## config.mk

```make
export PLATFORM = sky130hd
export DESIGN_NAME = leaf_top
export DESIGN_NICKNAME = d
export VERILOG_FILES = /design/src/leaf_pkg.sv /design/src/leaf_rx_decoder.sv /design/src/leaf_port_fifo.sv /design/src/leaf_user_kernel.sv /design/src/leaf_tx_packetizer.sv /design/src/leaf_top.sv
export VERILOG_INCLUDE_DIRS = /design/src
export SDC_FILE = /design/constraint.sdc
export NUM_CORES = 1
export LEC_CHECK = 0
export ABC_AREA = 1
export BUFFER_PORTS_ARGS = -buffer_cell sky130_fd_sc_hd__clkbuf_2
export CELL_PAD_IN_SITES_DETAIL_PLACEMENT = 1
export CELL_PAD_IN_SITES_GLOBAL_PLACEMENT = 2
export CORE_ASPECT_RATIO = 1.25
export CORE_UTILIZATION = 44
export CTS_BUF_LIST = sky130_fd_sc_hd__clkbuf_16
export CTS_CLUSTER_SIZE = 16
export DETAILED_ROUTE_END_ITERATION = 16
export HOLD_SLACK_MARGIN = 0.05
export PLACE_DENSITY = 0.85
export RECOVER_POWER = 25
export SLEW_MARGIN = 20
export SYNTH_ARGS = -nofsm -noshare
export SYNTH_HDL_FRONTEND = slang
export SYNTH_SLANG_ARGS = --single-unit
```

## constraint.sdc

```tcl
create_clock -name clk -period 5.5 [get_ports clk]
set_clock_uncertainty 0.15 [all_clocks]
set_input_delay 1.1 -clock clk [delete_from_list [all_inputs] [get_ports clk]]
set_output_delay 1.1 -clock clk [all_outputs]
set_load 0.01 [all_outputs]
```

## src/leaf_params.svh

```systemverilog
`ifndef LEAF_PARAMS_SVH
`define LEAF_PARAMS_SVH

// ####################
// Packet layout
// ####################

// Full network word, including the valid bit.
`define LEAF_PACKET_BITS 49

// Data word carried in a data packet.
`define LEAF_PAYLOAD_BITS 32

`define LEAF_NUM_LEAF_BITS 5  // Leaf address field.
`define LEAF_NUM_PORT_BITS 4  // Port address field.
`define LEAF_NUM_ADDR_BITS 7  // Address tag between header and payload.

// ####################
// Leaf sizes
// ####################

`define LEAF_NUM_IN_PORTS 2
`define LEAF_NUM_OUT_PORTS 2

// Default depth of each input port buffer, a power of two.
`define LEAF_FIFO_DEPTH 8

`endif

```

## src/leaf_pkg.sv

```systemverilog
`default_nettype none

`include "leaf_params.svh"

package leaf_pkg;

    // Bits left over at the bottom of a config packet.
    localparam int CFG_RSVD_BITS = `LEAF_PACKET_BITS - 1 - 3 * `LEAF_NUM_PORT_BITS
                                 - 2 * `LEAF_NUM_LEAF_BITS - `LEAF_NUM_ADDR_BITS;

    // One entry of the output route table.
    typedef struct packed {
        logic [`LEAF_NUM_LEAF_BITS-1:0] leaf;
        logic [`LEAF_NUM_PORT_BITS-1:0] port;
    } route_t;

    typedef struct packed {
        logic                           valid;
        logic [`LEAF_NUM_LEAF_BITS-1:0] dst_leaf;
        logic [`LEAF_NUM_PORT_BITS-1:0] dst_port;
        logic [`LEAF_NUM_ADDR_BITS-1:0] tag;      // Ignored on receive, zero on send.
        logic [`LEAF_PAYLOAD_BITS-1:0]  payload;
    } bft_data_t;

    typedef struct packed {
        logic                           valid;
        logic [`LEAF_NUM_LEAF_BITS-1:0] dst_leaf;
        logic [`LEAF_NUM_PORT_BITS-1:0] dst_port;
        logic [`LEAF_NUM_ADDR_BITS-1:0] rsvd_hi;
        logic [`LEAF_NUM_PORT_BITS-1:0] out_port; // Output ports count from 1.
        route_t                         target;
        logic [CFG_RSVD_BITS-1:0]       rsvd_lo;
    } bft_cfg_t;

    // Port 0 packets use the config view, all others the data view.
    typedef union packed {
        bft_data_t data;
        bft_cfg_t  cfg;
    } bft_packet_u;

endpackage

`default_nettype wire

```

## src/leaf_rx_decoder.sv

```systemverilog
`timescale 1ns/100ps
`default_nettype none

`include "leaf_params.svh"

module leaf_rx_decoder #(
    parameter logic [`LEAF_NUM_LEAF_BITS-1:0] LEAF_ID = 3
) (
    input  wire                             clk,
    input  wire                             arst_n,
    input  wire  [`LEAF_PACKET_BITS-1:0]    din_leaf_bft2interface,
    output logic                            cfg_wr,
    output logic [`LEAF_NUM_PORT_BITS-1:0]  cfg_port,
    output leaf_pkg::route_t                cfg_route,
    output logic                            wr_1,
    output logic                            wr_2,
    output logic [`LEAF_PAYLOAD_BITS-1:0]   wr_data
);

    leaf_pkg::bft_packet_u pkt;
    logic                  for_me;
    logic                  is_cfg;
    logic                  is_port_1;
    logic                  is_port_2;

    assign pkt = din_leaf_bft2interface;

    // Valid and addressed to this leaf; the rest of the network traffic passes by.
    assign for_me = pkt.data.valid && (pkt.data.dst_leaf == LEAF_ID);

    assign is_cfg    = for_me && (pkt.data.dst_port == `LEAF_NUM_PORT_BITS'(0));
    assign is_port_1 = for_me && (pkt.data.dst_port == `LEAF_NUM_PORT_BITS'(1));
    assign is_port_2 = for_me && (pkt.data.dst_port == `LEAF_NUM_PORT_BITS'(2));

    // ####################
    // Strobes
    // ####################

    always_ff @(posedge clk or negedge arst_n) begin
        if (!arst_n) begin
            cfg_wr <= 1'b0;
            wr_1   <= 1'b0;
            wr_2   <= 1'b0;
        end else begin
            cfg_wr <= is_cfg;
            wr_1   <= is_port_1;
            wr_2   <= is_port_2;
        end
    end

    // Config and data fields are taken from every input word.
    always_ff @(posedge clk) begin
        cfg_port  <= pkt.cfg.out_port;
        cfg_route <= pkt.cfg.target;
        wr_data   <= pkt.data.payload;
    end

    // Each packet addresses exactly one input port buffer.
    a_one_port_write: assert property (
        @(posedge clk) disable iff (!arst_n)
        wr_1 |-> !wr_2
    ) else $error("leaf_rx_decoder: wr_1 and wr_2 high together");

endmodule

`default_nettype wire

```

## src/leaf_port_fifo.sv

```systemverilog
`timescale 1ns/100ps
`default_nettype none

`include "leaf_params.svh"

module leaf_port_fifo #(
    parameter int DEPTH = `LEAF_FIFO_DEPTH
) (
    input  wire                            clk,
    input  wire                            arst_n,
    input  wire                            wr,
    input  wire  [`LEAF_PAYLOAD_BITS-1:0]  din,
    input  wire                            ack,
    output logic [`LEAF_PAYLOAD_BITS-1:0]  dout,
    output logic                           vld
);

    localparam int PTR_W = $clog2(DEPTH);
    localparam int CNT_W = PTR_W + 1;

    logic [`LEAF_PAYLOAD_BITS-1:0] mem [DEPTH];
    logic [PTR_W-1:0]              wr_ptr;
    logic [PTR_W-1:0]              rd_ptr;
    logic [CNT_W-1:0]              count;
    logic                          full;
    logic                          push;
    logic                          pop;

    assign full = (count == CNT_W'(DEPTH));
    assign push = wr && !full;              // A write into a full buffer is lost.
    assign pop  = ack && vld;

    // The head word is on dout whenever something is stored.
    assign dout = mem[rd_ptr];
    assign vld  = (count != '0);

    always_ff @(posedge clk) begin
        if (push) begin
            mem[wr_ptr] <= din;
        end
    end

    // Pointers wrap by themselves since DEPTH is a power of two.
    always_ff @(posedge clk or negedge arst_n) begin
        if (!arst_n) begin
            wr_ptr <= '0;
            rd_ptr <= '0;
            count  <= '0;
        end else begin
            if (push) begin
                wr_ptr <= wr_ptr + 1'b1;
            end
            if (pop) begin
                rd_ptr <= rd_ptr + 1'b1;
            end
            case ({push, pop})
                2'b10:   count <= count + 1'b1;
                2'b01:   count <= count - 1'b1;
                default: count <= count;
            endcase
        end
    end

    // The decoder has no view of the fill level, so overflow means lost data.
    a_no_overflow: assert property (
        @(posedge clk) disable iff (!arst_n)
        wr |-> !full
    ) else $error("leaf_port_fifo: write while full, word dropped");

    // The kernel only takes a word that is on offer.
    a_no_underflow: assert property (
        @(posedge clk) disable iff (!arst_n)
        ack |-> vld
    ) else $error("leaf_port_fifo: ack while empty");

endmodule

`default_nettype wire

```

## src/leaf_user_kernel.sv

```systemverilog
`timescale 1ns/100ps
`default_nettype none

`include "leaf_params.svh"

module leaf_user_kernel (
    input  wire                            clk,
    input  wire                            arst_n,
    input  wire  [`LEAF_PAYLOAD_BITS-1:0]  dout_leaf_interface2user_1,
    input  wire  [`LEAF_PAYLOAD_BITS-1:0]  dout_leaf_interface2user_2,
    input  wire                            vld_interface2user_1,
    input  wire                            vld_interface2user_2,
    input  wire                            ack_interface2user_1,
    input  wire                            ack_interface2user_2,
    output logic                           ack_user2interface_1,
    output logic                           ack_user2interface_2,
    output logic [`LEAF_PAYLOAD_BITS-1:0]  din_leaf_user2interface_1,
    output logic [`LEAF_PAYLOAD_BITS-1:0]  din_leaf_user2interface_2,
    output logic                           vld_user2interface_1,
    output logic                           vld_user2interface_2
);

    logic take;

    // A new pair is taken only once both results of the last pair have left.
    assign take = vld_interface2user_1 && vld_interface2user_2
               && !vld_user2interface_1 && !vld_user2interface_2;

    assign ack_user2interface_1 = take;
    assign ack_user2interface_2 = take;

    always_ff @(posedge clk) begin
        if (take) begin
            din_leaf_user2interface_1 <= dout_leaf_interface2user_1 + dout_leaf_interface2user_2;
            din_leaf_user2interface_2 <= dout_leaf_interface2user_1 - dout_leaf_interface2user_2;
        end
    end

    // Each result is released by its own acknowledge.
    always_ff @(posedge clk or negedge arst_n) begin
        if (!arst_n) begin
            vld_user2interface_1 <= 1'b0;
            vld_user2interface_2 <= 1'b0;
        end else if (take) begin
            vld_user2interface_1 <= 1'b1;
            vld_user2interface_2 <= 1'b1;
        end else begin
            if (ack_interface2user_1) vld_user2interface_1 <= 1'b0;
            if (ack_interface2user_2) vld_user2interface_2 <= 1'b0;
        end
    end

    a_hold_out_1: assert property (
        @(posedge clk) disable iff (!arst_n)
        vld_user2interface_1 && !ack_interface2user_1 |=> $stable(din_leaf_user2interface_1)
    ) else $error("leaf_user_kernel: output 1 changed before its ack");

    a_hold_out_2: assert property (
        @(posedge clk) disable iff (!arst_n)
        vld_user2interface_2 && !ack_interface2user_2 |=> $stable(din_leaf_user2interface_2)
    ) else $error("leaf_user_kernel: output 2 changed before its ack");

endmodule

`default_nettype wire

```

## src/leaf_tx_packetizer.sv

```systemverilog
`timescale 1ns/100ps
`default_nettype none

`include "leaf_params.svh"

module leaf_tx_packetizer (
    input  wire                             clk,
    input  wire                             arst_n,
    input  wire                             resend,
    input  wire                             cfg_wr,
    input  wire  [`LEAF_NUM_PORT_BITS-1:0]  cfg_port,
    input  leaf_pkg::route_t                cfg_route,
    input  wire  [`LEAF_PAYLOAD_BITS-1:0]   din_leaf_user2interface_1,
    input  wire  [`LEAF_PAYLOAD_BITS-1:0]   din_leaf_user2interface_2,
    input  wire                             vld_user2interface_1,
    input  wire                             vld_user2interface_2,
    output logic                            ack_interface2user_1,
    output logic                            ack_interface2user_2,
    output logic [`LEAF_PACKET_BITS-1:0]    dout_leaf_interface2bft
);

    leaf_pkg::route_t      route_tbl [`LEAF_NUM_OUT_PORTS];
    logic                  rr_q;     // 0 gives port 1 priority, 1 gives port 2.
    logic                  pend_q;
    leaf_pkg::bft_packet_u pkt_q;
    leaf_pkg::bft_packet_u pkt_next;
    logic                  sel;

    // ####################
    // Route table
    // ####################

    always_ff @(posedge clk or negedge arst_n) begin
        if (!arst_n) begin
            for (int i = 0; i < `LEAF_NUM_OUT_PORTS; i++) begin
                route_tbl[i] <= '0;
            end
        end else if (cfg_wr) begin
            for (int i = 0; i < `LEAF_NUM_OUT_PORTS; i++) begin
                if (cfg_port == `LEAF_NUM_PORT_BITS'(i + 1)) route_tbl[i] <= cfg_route;
            end
        end
    end

    // ####################
    // Arbiter and packet
    // ####################

    assign ack_interface2user_1 = !resend && vld_user2interface_1
                               && (!rr_q || !vld_user2interface_2);
    assign ack_interface2user_2 = !resend && vld_user2interface_2
                               && (rr_q || !vld_user2interface_1);

    assign sel = ack_interface2user_2;

    always_comb begin
        pkt_next.data.valid    = 1'b1;
        pkt_next.data.dst_leaf = route_tbl[sel].leaf;
        pkt_next.data.dst_port = route_tbl[sel].port;
        pkt_next.data.tag      = '0;
        pkt_next.data.payload  = sel ? din_leaf_user2interface_2 : din_leaf_user2interface_1;
    end

    // A packet caught by resend waits in the register and goes out once resend drops.
    always_ff @(posedge clk or negedge arst_n) begin
        if (!arst_n) begin
            rr_q   <= 1'b0;
            pend_q <= 1'b0;
        end else if (!resend) begin
            pend_q <= ack_interface2user_1 || ack_interface2user_2;
            if (ack_interface2user_1) rr_q <= 1'b1;
            else if (ack_interface2user_2) rr_q <= 1'b0;
        end
    end

    always_ff @(posedge clk) begin
        if (!resend) begin
            pkt_q <= pkt_next;
        end
    end

    assign dout_leaf_interface2bft = (pend_q && !resend) ? pkt_q : '0;

    a_ack_rules: assert property (
        @(posedge clk) disable iff (!arst_n)
        $onehot0({ack_interface2user_1, ack_interface2user_2})
            && !(resend && (ack_interface2user_1 || ack_interface2user_2))
    ) else $error("leaf_tx_packetizer: two acks, or an ack during resend");

endmodule

`default_nettype wire

```

## src/leaf_top.sv

```systemverilog
`timescale 1ns/100ps
`default_nettype none

`include "leaf_params.svh"

module leaf_top #(
    parameter logic [`LEAF_NUM_LEAF_BITS-1:0] LEAF_ID = 3
) (
    input  wire                           clk,
    input  wire                           arst_n,
    input  wire  [`LEAF_PACKET_BITS-1:0]  din_leaf_bft2interface,
    output logic [`LEAF_PACKET_BITS-1:0]  dout_leaf_interface2bft,
    input  wire                           resend
);

    logic                           cfg_wr;
    logic [`LEAF_NUM_PORT_BITS-1:0] cfg_port;
    leaf_pkg::route_t               cfg_route;
    logic                           wr_1, wr_2;
    logic [`LEAF_PAYLOAD_BITS-1:0]  wr_data;

    logic [`LEAF_PAYLOAD_BITS-1:0]  dout_leaf_interface2user_1, dout_leaf_interface2user_2;
    logic                           vld_interface2user_1, vld_interface2user_2;
    logic                           ack_user2interface_1, ack_user2interface_2;

    logic [`LEAF_PAYLOAD_BITS-1:0]  din_leaf_user2interface_1, din_leaf_user2interface_2;
    logic                           vld_user2interface_1, vld_user2interface_2;
    logic                           ack_interface2user_1, ack_interface2user_2;

    leaf_rx_decoder #(.LEAF_ID(LEAF_ID)) rx_decoder_inst (
        .clk(clk), .arst_n(arst_n),
        .din_leaf_bft2interface(din_leaf_bft2interface),
        .cfg_wr(cfg_wr), .cfg_port(cfg_port), .cfg_route(cfg_route),
        .wr_1(wr_1), .wr_2(wr_2), .wr_data(wr_data)
    );

    // Both input buffers share the decoder's data bus.
    leaf_port_fifo #(.DEPTH(`LEAF_FIFO_DEPTH)) port_fifo_1_inst (
        .clk(clk), .arst_n(arst_n), .wr(wr_1), .din(wr_data),
        .ack(ack_user2interface_1),
        .dout(dout_leaf_interface2user_1), .vld(vld_interface2user_1)
    );

    leaf_port_fifo #(.DEPTH(`LEAF_FIFO_DEPTH)) port_fifo_2_inst (
        .clk(clk), .arst_n(arst_n), .wr(wr_2), .din(wr_data),
        .ack(ack_user2interface_2),
        .dout(dout_leaf_interface2user_2), .vld(vld_interface2user_2)
    );

    leaf_user_kernel user_kernel_inst (
        .clk(clk), .arst_n(arst_n),
        .dout_leaf_interface2user_1(dout_leaf_interface2user_1),
        .dout_leaf_interface2user_2(dout_leaf_interface2user_2),
        .vld_interface2user_1(vld_interface2user_1),
        .vld_interface2user_2(vld_interface2user_2),
        .ack_interface2user_1(ack_interface2user_1),
        .ack_interface2user_2(ack_interface2user_2),
        .ack_user2interface_1(ack_user2interface_1),
        .ack_user2interface_2(ack_user2interface_2),
        .din_leaf_user2interface_1(din_leaf_user2interface_1),
        .din_leaf_user2interface_2(din_leaf_user2interface_2),
        .vld_user2interface_1(vld_user2interface_1),
        .vld_user2interface_2(vld_user2interface_2)
    );

    leaf_tx_packetizer tx_packetizer_inst (
        .clk(clk), .arst_n(arst_n), .resend(resend),
        .cfg_wr(cfg_wr), .cfg_port(cfg_port), .cfg_route(cfg_route),
        .din_leaf_user2interface_1(din_leaf_user2interface_1),
        .din_leaf_user2interface_2(din_leaf_user2interface_2),
        .vld_user2interface_1(vld_user2interface_1),
        .vld_user2interface_2(vld_user2interface_2),
        .ack_interface2user_1(ack_interface2user_1),
        .ack_interface2user_2(ack_interface2user_2),
        .dout_leaf_interface2bft(dout_leaf_interface2bft)
    );

endmodule

`default_nettype wire

```

Yosys cells after proc, flatten, opt, wreduce, memory -nomap -nowiden
Memory sizes are Yosys's and may differ from the RTL's.
Cells that the tools add are included.

word-level totals
  logic and storage cells = 102
  memories kept = 2
  input port bits = 52
  bits in registers = 195
  bits in writable memories = 512
  output and inout bits = 49

memories
  memory                depth  width  read ports  clocked after memory_dff  wr ports  line                  RTL
  port_fifo_1_inst.mem  8      32     1           0                         1         leaf_port_fifo.sv:21  logic [`LEAF_PAYLOAD_BITS-1:0] mem [DEPTH];
  port_fifo_2_inst.mem  8      32     1           0                         1         leaf_port_fifo.sv:21

cells by class
  equality and inequality tests = 11
  add/sub/neg operators = 10
  bitwise logic cells = 2
  order comparisons = 1
  multiplexer cells = 16
  reduce and logical (&&, ||, !) cells = 36

operators by type and width
  kind                 count
  $mux 49              1
  $add 32x32->32       1
  $mux 32              1
  $sub 32x32->32       1
  $mux 9               3
  $logic_and 1x1->1    16
  $pmux 4 s2           2
  $add 3x1->3 const B  4
  $reduce_bool 2->1    5
  $mux 1               9
  $add 4x1->4 const B  2
  $eq 4x1->1 const B   2
  $eq 4x2->1 const B   2
  $eq 4x4->1 const B   2
  $reduce_bool 4->1    2
  $sub 4x1->4 const B  2
  $logic_not 1->1      6
  $reduce_and 2->1     3
  $eq 5x2->1 const B   1
  $eq 2x1->1 const B   2
  $eq 2x2->1 const B   2
  $logic_not 4->1      1
  $logic_or 1x1->1     3
  $ge 2x2->1 const B   1
  2 further kinds      2

Logic depth before layout (Yosys ltp)
  depth after elaboration = 7
  depth in mapped cells = 22
  depth with buffers taken out = 19

Hierarchy
Synthesis repeated with hierarchy kept, for this count alone.

second synthesis, totals
  cell total of the unflattened synthesis = 3877
  area total of the unflattened synthesis = 34285.4 um2

modules (own cells, without submodules)
  module              seq. area each (um2)  cells each  area each (um2)  times used
  leaf_port_fifo      7937.6                1187        11632.4          2
  leaf_user_kernel    1941.9                1067        6894.1           1
  leaf_tx_packetizer  1731.7                373         3241.9           1
  leaf_rx_decoder     715.7                 63          884.6            1

Least setup slack after synthesis
Ideal clock, no wire load.

  path kind = input -> output
  from = in resend
  to = out dout_leaf_interface2bft[10]
  buffers on the path = 1
  data required time = 4250 ps
  cell stages on the path = 4
  slack = 2439 ps
  arrival = 1811 ps
  cell sequence = nor2_1 -> inv_1 -> clkbuf_1 -> nor2_1

on the way
  word-level cells in the longest chain between the ends = 3

ends and longest elaborated chain
  what               line                      RTL
  from (decl)        leaf_top.sv:13            input wire resend
  $logic_not 1->1    leaf_tx_packetizer.sv:82  assign dout_leaf_interface2bft = (pend_q && !resend) ? pkt_q : '0;
  $logic_and 1x1->1  leaf_tx_packetizer.sv:82
  $mux 49            leaf_tx_packetizer.sv:82
  to (decl)          leaf_top.sv:12            output logic [`LEAF_PACKET_BITS-1:0] dout_leaf_interface2bft,

Every way passes these cells.

Worst setup path in the final report
  from = reg port_fifo_1_inst.rd_ptr[0]
  to = reg user_kernel_inst.din_leaf_user2interface_2[31], data pin

on the way
  word-level cells in the longest chain between the ends = 2

ends and longest elaborated chain
  what                    line                    RTL
  from (decl)             leaf_port_fifo.sv:23    logic [PTR_W-1:0] rd_ptr;
  from (signal assigned)  leaf_port_fifo.sv:54    rd_ptr <= rd_ptr + 1'b1;
  $mem_v2 8x32            -
  $sub 32x32->32          leaf_user_kernel.sv:35  din_leaf_user2interface_2 <= dout_leaf_interface2user_1 - dout_leaf_interface2user_2;
  to (signal assigned)    leaf_user_kernel.sv:35
  to (decl)               leaf_user_kernel.sv:18  output logic [`LEAF_PAYLOAD_BITS-1:0] din_leaf_user2interface_2,

Every way passes these cells.
A chain may end at the register's enable or synchronous reset.

==> flow_metrics.tcl <==
set metrics [dict create \
    io_pins 101 \
    clkSinkCount 693 \
    layout.nets 3278 \
    post_cts_resize_count 0 \
    ctsHoldBuffers 0 \
    grt_pass1_wl_um 136000 \
    cts-root-buf "clkbuf_16" \
    drv_slew 0 \
    post_drt_wl_per_cell_um 21.7 \
    drcViolationCount 0 \
    grt_usage 0.253 \
    rsz0062_at_grt "false" \
    layout_commonest_cell "nand2_1" \
    p_leak_nw 14.4 \
    clkLatencyLatePin_ns 0.62 \
    synth_area_leaders "edfxtp_1, nand2_1, nor2_1" \
    ys_seq_elements 693 \
    hold_violations 0 \
    max_slew_margin 0.414 \
    path_delay_family "buffers and inverters" \
    synth_top_area_cell "edfxtp_1" \
    critPathMaxStageDelay_ns 0.62 \
    hpwl_um 60300 \
    maxCapViolCount 0 \
    start_util 0.445 \
    cts_made_buffers 70 \
    grt-ovfl-total 0 \
    diodes 0 \
    dp.cells 4021 \
    routed_wl_um 90100 \
    worstMarginPinSlew_ns 0.879 \
    vias 22100 \
    setup-violations-final 0 \
    final-instance-count-excl-fill 4145 \
    io_buffers 86 \
    die_area_um2 72500 \
    cp.arrival_ns 4.59 \
    die-height_um 301 \
    synth_top_area_share 0.588 \
    worst-setup-path-type "flip-flop to flip-flop" \
    hold_path.class "flip-flop to flip-flop" \
    period_share 0.798 \
    core_area_um2 70600 \
    syn_avg_cell_area_um2 10.2 \
    yosys_warnings 0 \
    synth_area_um2 31400 \
    power.density_nw_per_um2 479 \
    antenna_found_initial 0 \
    final_cell_mix "nand2_1, edfxtp_1, nor2_1" \
    postCtsSetupBuffers 0 \
    crit_path_start_kind "flip-flop" \
    grt_pass1_vias 23400 \
    finalCriticalPeriod_ns 4.39 \
    outcome "completed" \
    drtPass1Iterations 5 \
    ant_nets 0 \
    drive_gt1_frac 0.0921 \
    synth.distinct_cells 39 \
    endpoint_kind "flip-flop" \
    ff2ff_setup_slack_ns 1.11 \
    critPathBufInv 3 \
    via_per_inst 5.34 \
    cpMostUsedCell "nand2_1" \
    cts_tree "yes" \
    fmax_mhz 228 \
    die_width_um 241 \
    rows 109 \
    grt_max_degree 89 \
    h-tree-depth 3 \
    place_congestion 0.914 \
    drtIter0Drc 1235 \
    ys_seq_area_frac 0.644 \
    ctsLongestPathBuffers 3 \
    syn_to_final_growth_pct 11.2 \
    cp_max_fo 69 \
    crit_chain "buf_4 -> buf_4 -> o21ai_0 -> o22ai_1 -> nand2_1 -> nand2_1 -> ha_1 -> nand2_1 -> inv_1 -> nand2_1 -> nand2_1 -> nand2_1 -> nand2_1 -> a21oi_1 -> nand2_1 -> nand2_1 -> nand2_1" \
    finalSetupTns_ns 0 \
    required_ns 5.70 \
    syn-instance-count 3084 \
    crit_slowest_cell "buf_4" \
    path_clk_slew_ns 0.06 \
    ir_drop_mv 0.368 \
]
[through the flow]
stage / hold WS (ns) / instance area [um^2] / setup WS [ns] / total power [mW] / utilization
after floorplan: 0.250 / 31500 / 2.44 / 10.4 / -
after global placement: 0.256 / 32900 / 1.33 / 12.3 / 0.465
after detailed placement: 0.258 / 32900 / 1.17 / 12.5 / 0.465
after CTS: 0.273 / 35000 / 1.14 / 16.9 / 0.495
after global routing: 0.291 / 35000 / 0.789 / 17.8 / 0.495
final: 0.270 / 35000 / 1.11 / 16.8 / 0.495
[path summary, 6_finish.rpt]
kind                                                                     from                                             end  cells past startpoint
worst max-delay path                               port_fifo_1_inst.rd_ptr[0]  user_kernel_inst.din_leaf_user2interface_2[31]                     17
worst min-delay path            user_kernel_inst.din_leaf_user2interface_2[0]                     tx_packetizer_inst.pkt_q[0]                      0
worst max register to register                     port_fifo_1_inst.rd_ptr[0]  user_kernel_inst.din_leaf_user2interface_2[31]                     17
worst min register to register  user_kernel_inst.din_leaf_user2interface_2[0]                     tx_packetizer_inst.pkt_q[0]                      0
max in group asynchronous                                              arst_n                      port_fifo_1_inst.rd_ptr[0]                      2
min in group asynchronous                                              arst_n                      port_fifo_2_inst.rd_ptr[0]                      2
[cells in the mapped netlist]
cell and instances:
buf_1 3, o21bai_1 10, o21ai_0 287, buf_4 18
nand3_1 75, inv_4 1, dfxtp_1 32, and2_1 5
nor2_2 2, clkinv_1 2, o22ai_1 124, or2_2 2
nor2_1 418, nor3_1 7, xnor2_1 3, clkbuf_2 2
fa_1 4, inv_2 19, o21ai_1 3, edfxtp_1 616
conb_1 1, nand2_1 730, o21ai_2 29, nand3_2 1
nor4_1 1, nor3_2 1, buf_2 49, dfrtp_1 45
clkbuf_1 65, o211ai_1 2, nand4_1 12, mux2_2 2
a21o_1 1, xor2_1 41, buf_6 6, a21oi_1 42
inv_1 350, nor3b_1 1, ha_1 72
[cell type report]
class	count	area, um^2
flip-flops and latches	693	20300
well taps	943	1180
repair buffers	131	805
inverters	372	1400
clock inverters	52	297
fillers	7900	35700
clock buffers	72	1800
multi-input cells	1882	9210
[flip-flops by register name, indices dropped and copies added, names as in the netlist]
| register | cells |
|---|---|
| port_fifo_1_inst.count | 4 |
| user_kernel_inst.vld_user2interface_1 | 1 |
| user_kernel_inst.din_leaf_user2interface_2 | 32 |
| port_fifo_1_inst.mem | 256 |
| user_kernel_inst.vld_user2interface_2 | 1 |
| tx_packetizer_inst.pkt_q | 41 |
| port_fifo_2_inst.count | 4 |
| rx_decoder_inst.wr_1 | 1 |
| port_fifo_2_inst.mem | 256 |
| rx_decoder_inst.wr_data | 28 |
| tx_packetizer_inst.route_tbl | 18 |
| rx_decoder_inst.cfg_wr | 1 |
| port_fifo_1_inst.wr_ptr | 3 |
| rx_decoder_inst.cfg_route | 3 |
| tx_packetizer_inst.pend_q | 1 |
| tx_packetizer_inst.rr_q | 1 |
| rx_decoder_inst.cfg_port | 1 |
| port_fifo_1_inst.rd_ptr | 3 |
| user_kernel_inst.din_leaf_user2interface_1 | 31 |
| port_fifo_2_inst.rd_ptr | 3 |
| port_fifo_2_inst.wr_ptr | 3 |
| rx_decoder_inst.wr_2 | 1 |
[per-layer routing]
layer  GRT usage  part of all wire
met4       0.119             0.044
met3      0.0314             0.042
met2       0.458              0.52
met5           0                 0
met1       0.294              0.39
[report_power, final]
part | switching, mW | internal [mW]
logic | 4.45 | 1.71
registers | 0.0955 | 6.08
clock network | 1.96 | 2.46
[logic make-up (layout without fill, tap and decap cells)]
family / count (synthesis) / after routing / share of synthesized area
xor+xnor: 44 / 44 / 0.0123
compound gates: 498 / 498 / 0.0887
mux: 2 / 2 / 0.000716
other cells: 1 / 7 / 0.000119
fa+ha+maj: 76 / 76 / 0.0312
buf+inv: 515 / 627 / 0.0672
simple gates: 1255 / 1255 / 0.155
flops: 693 / 693 / 0.644
Power figures use the tool's default switching activity.
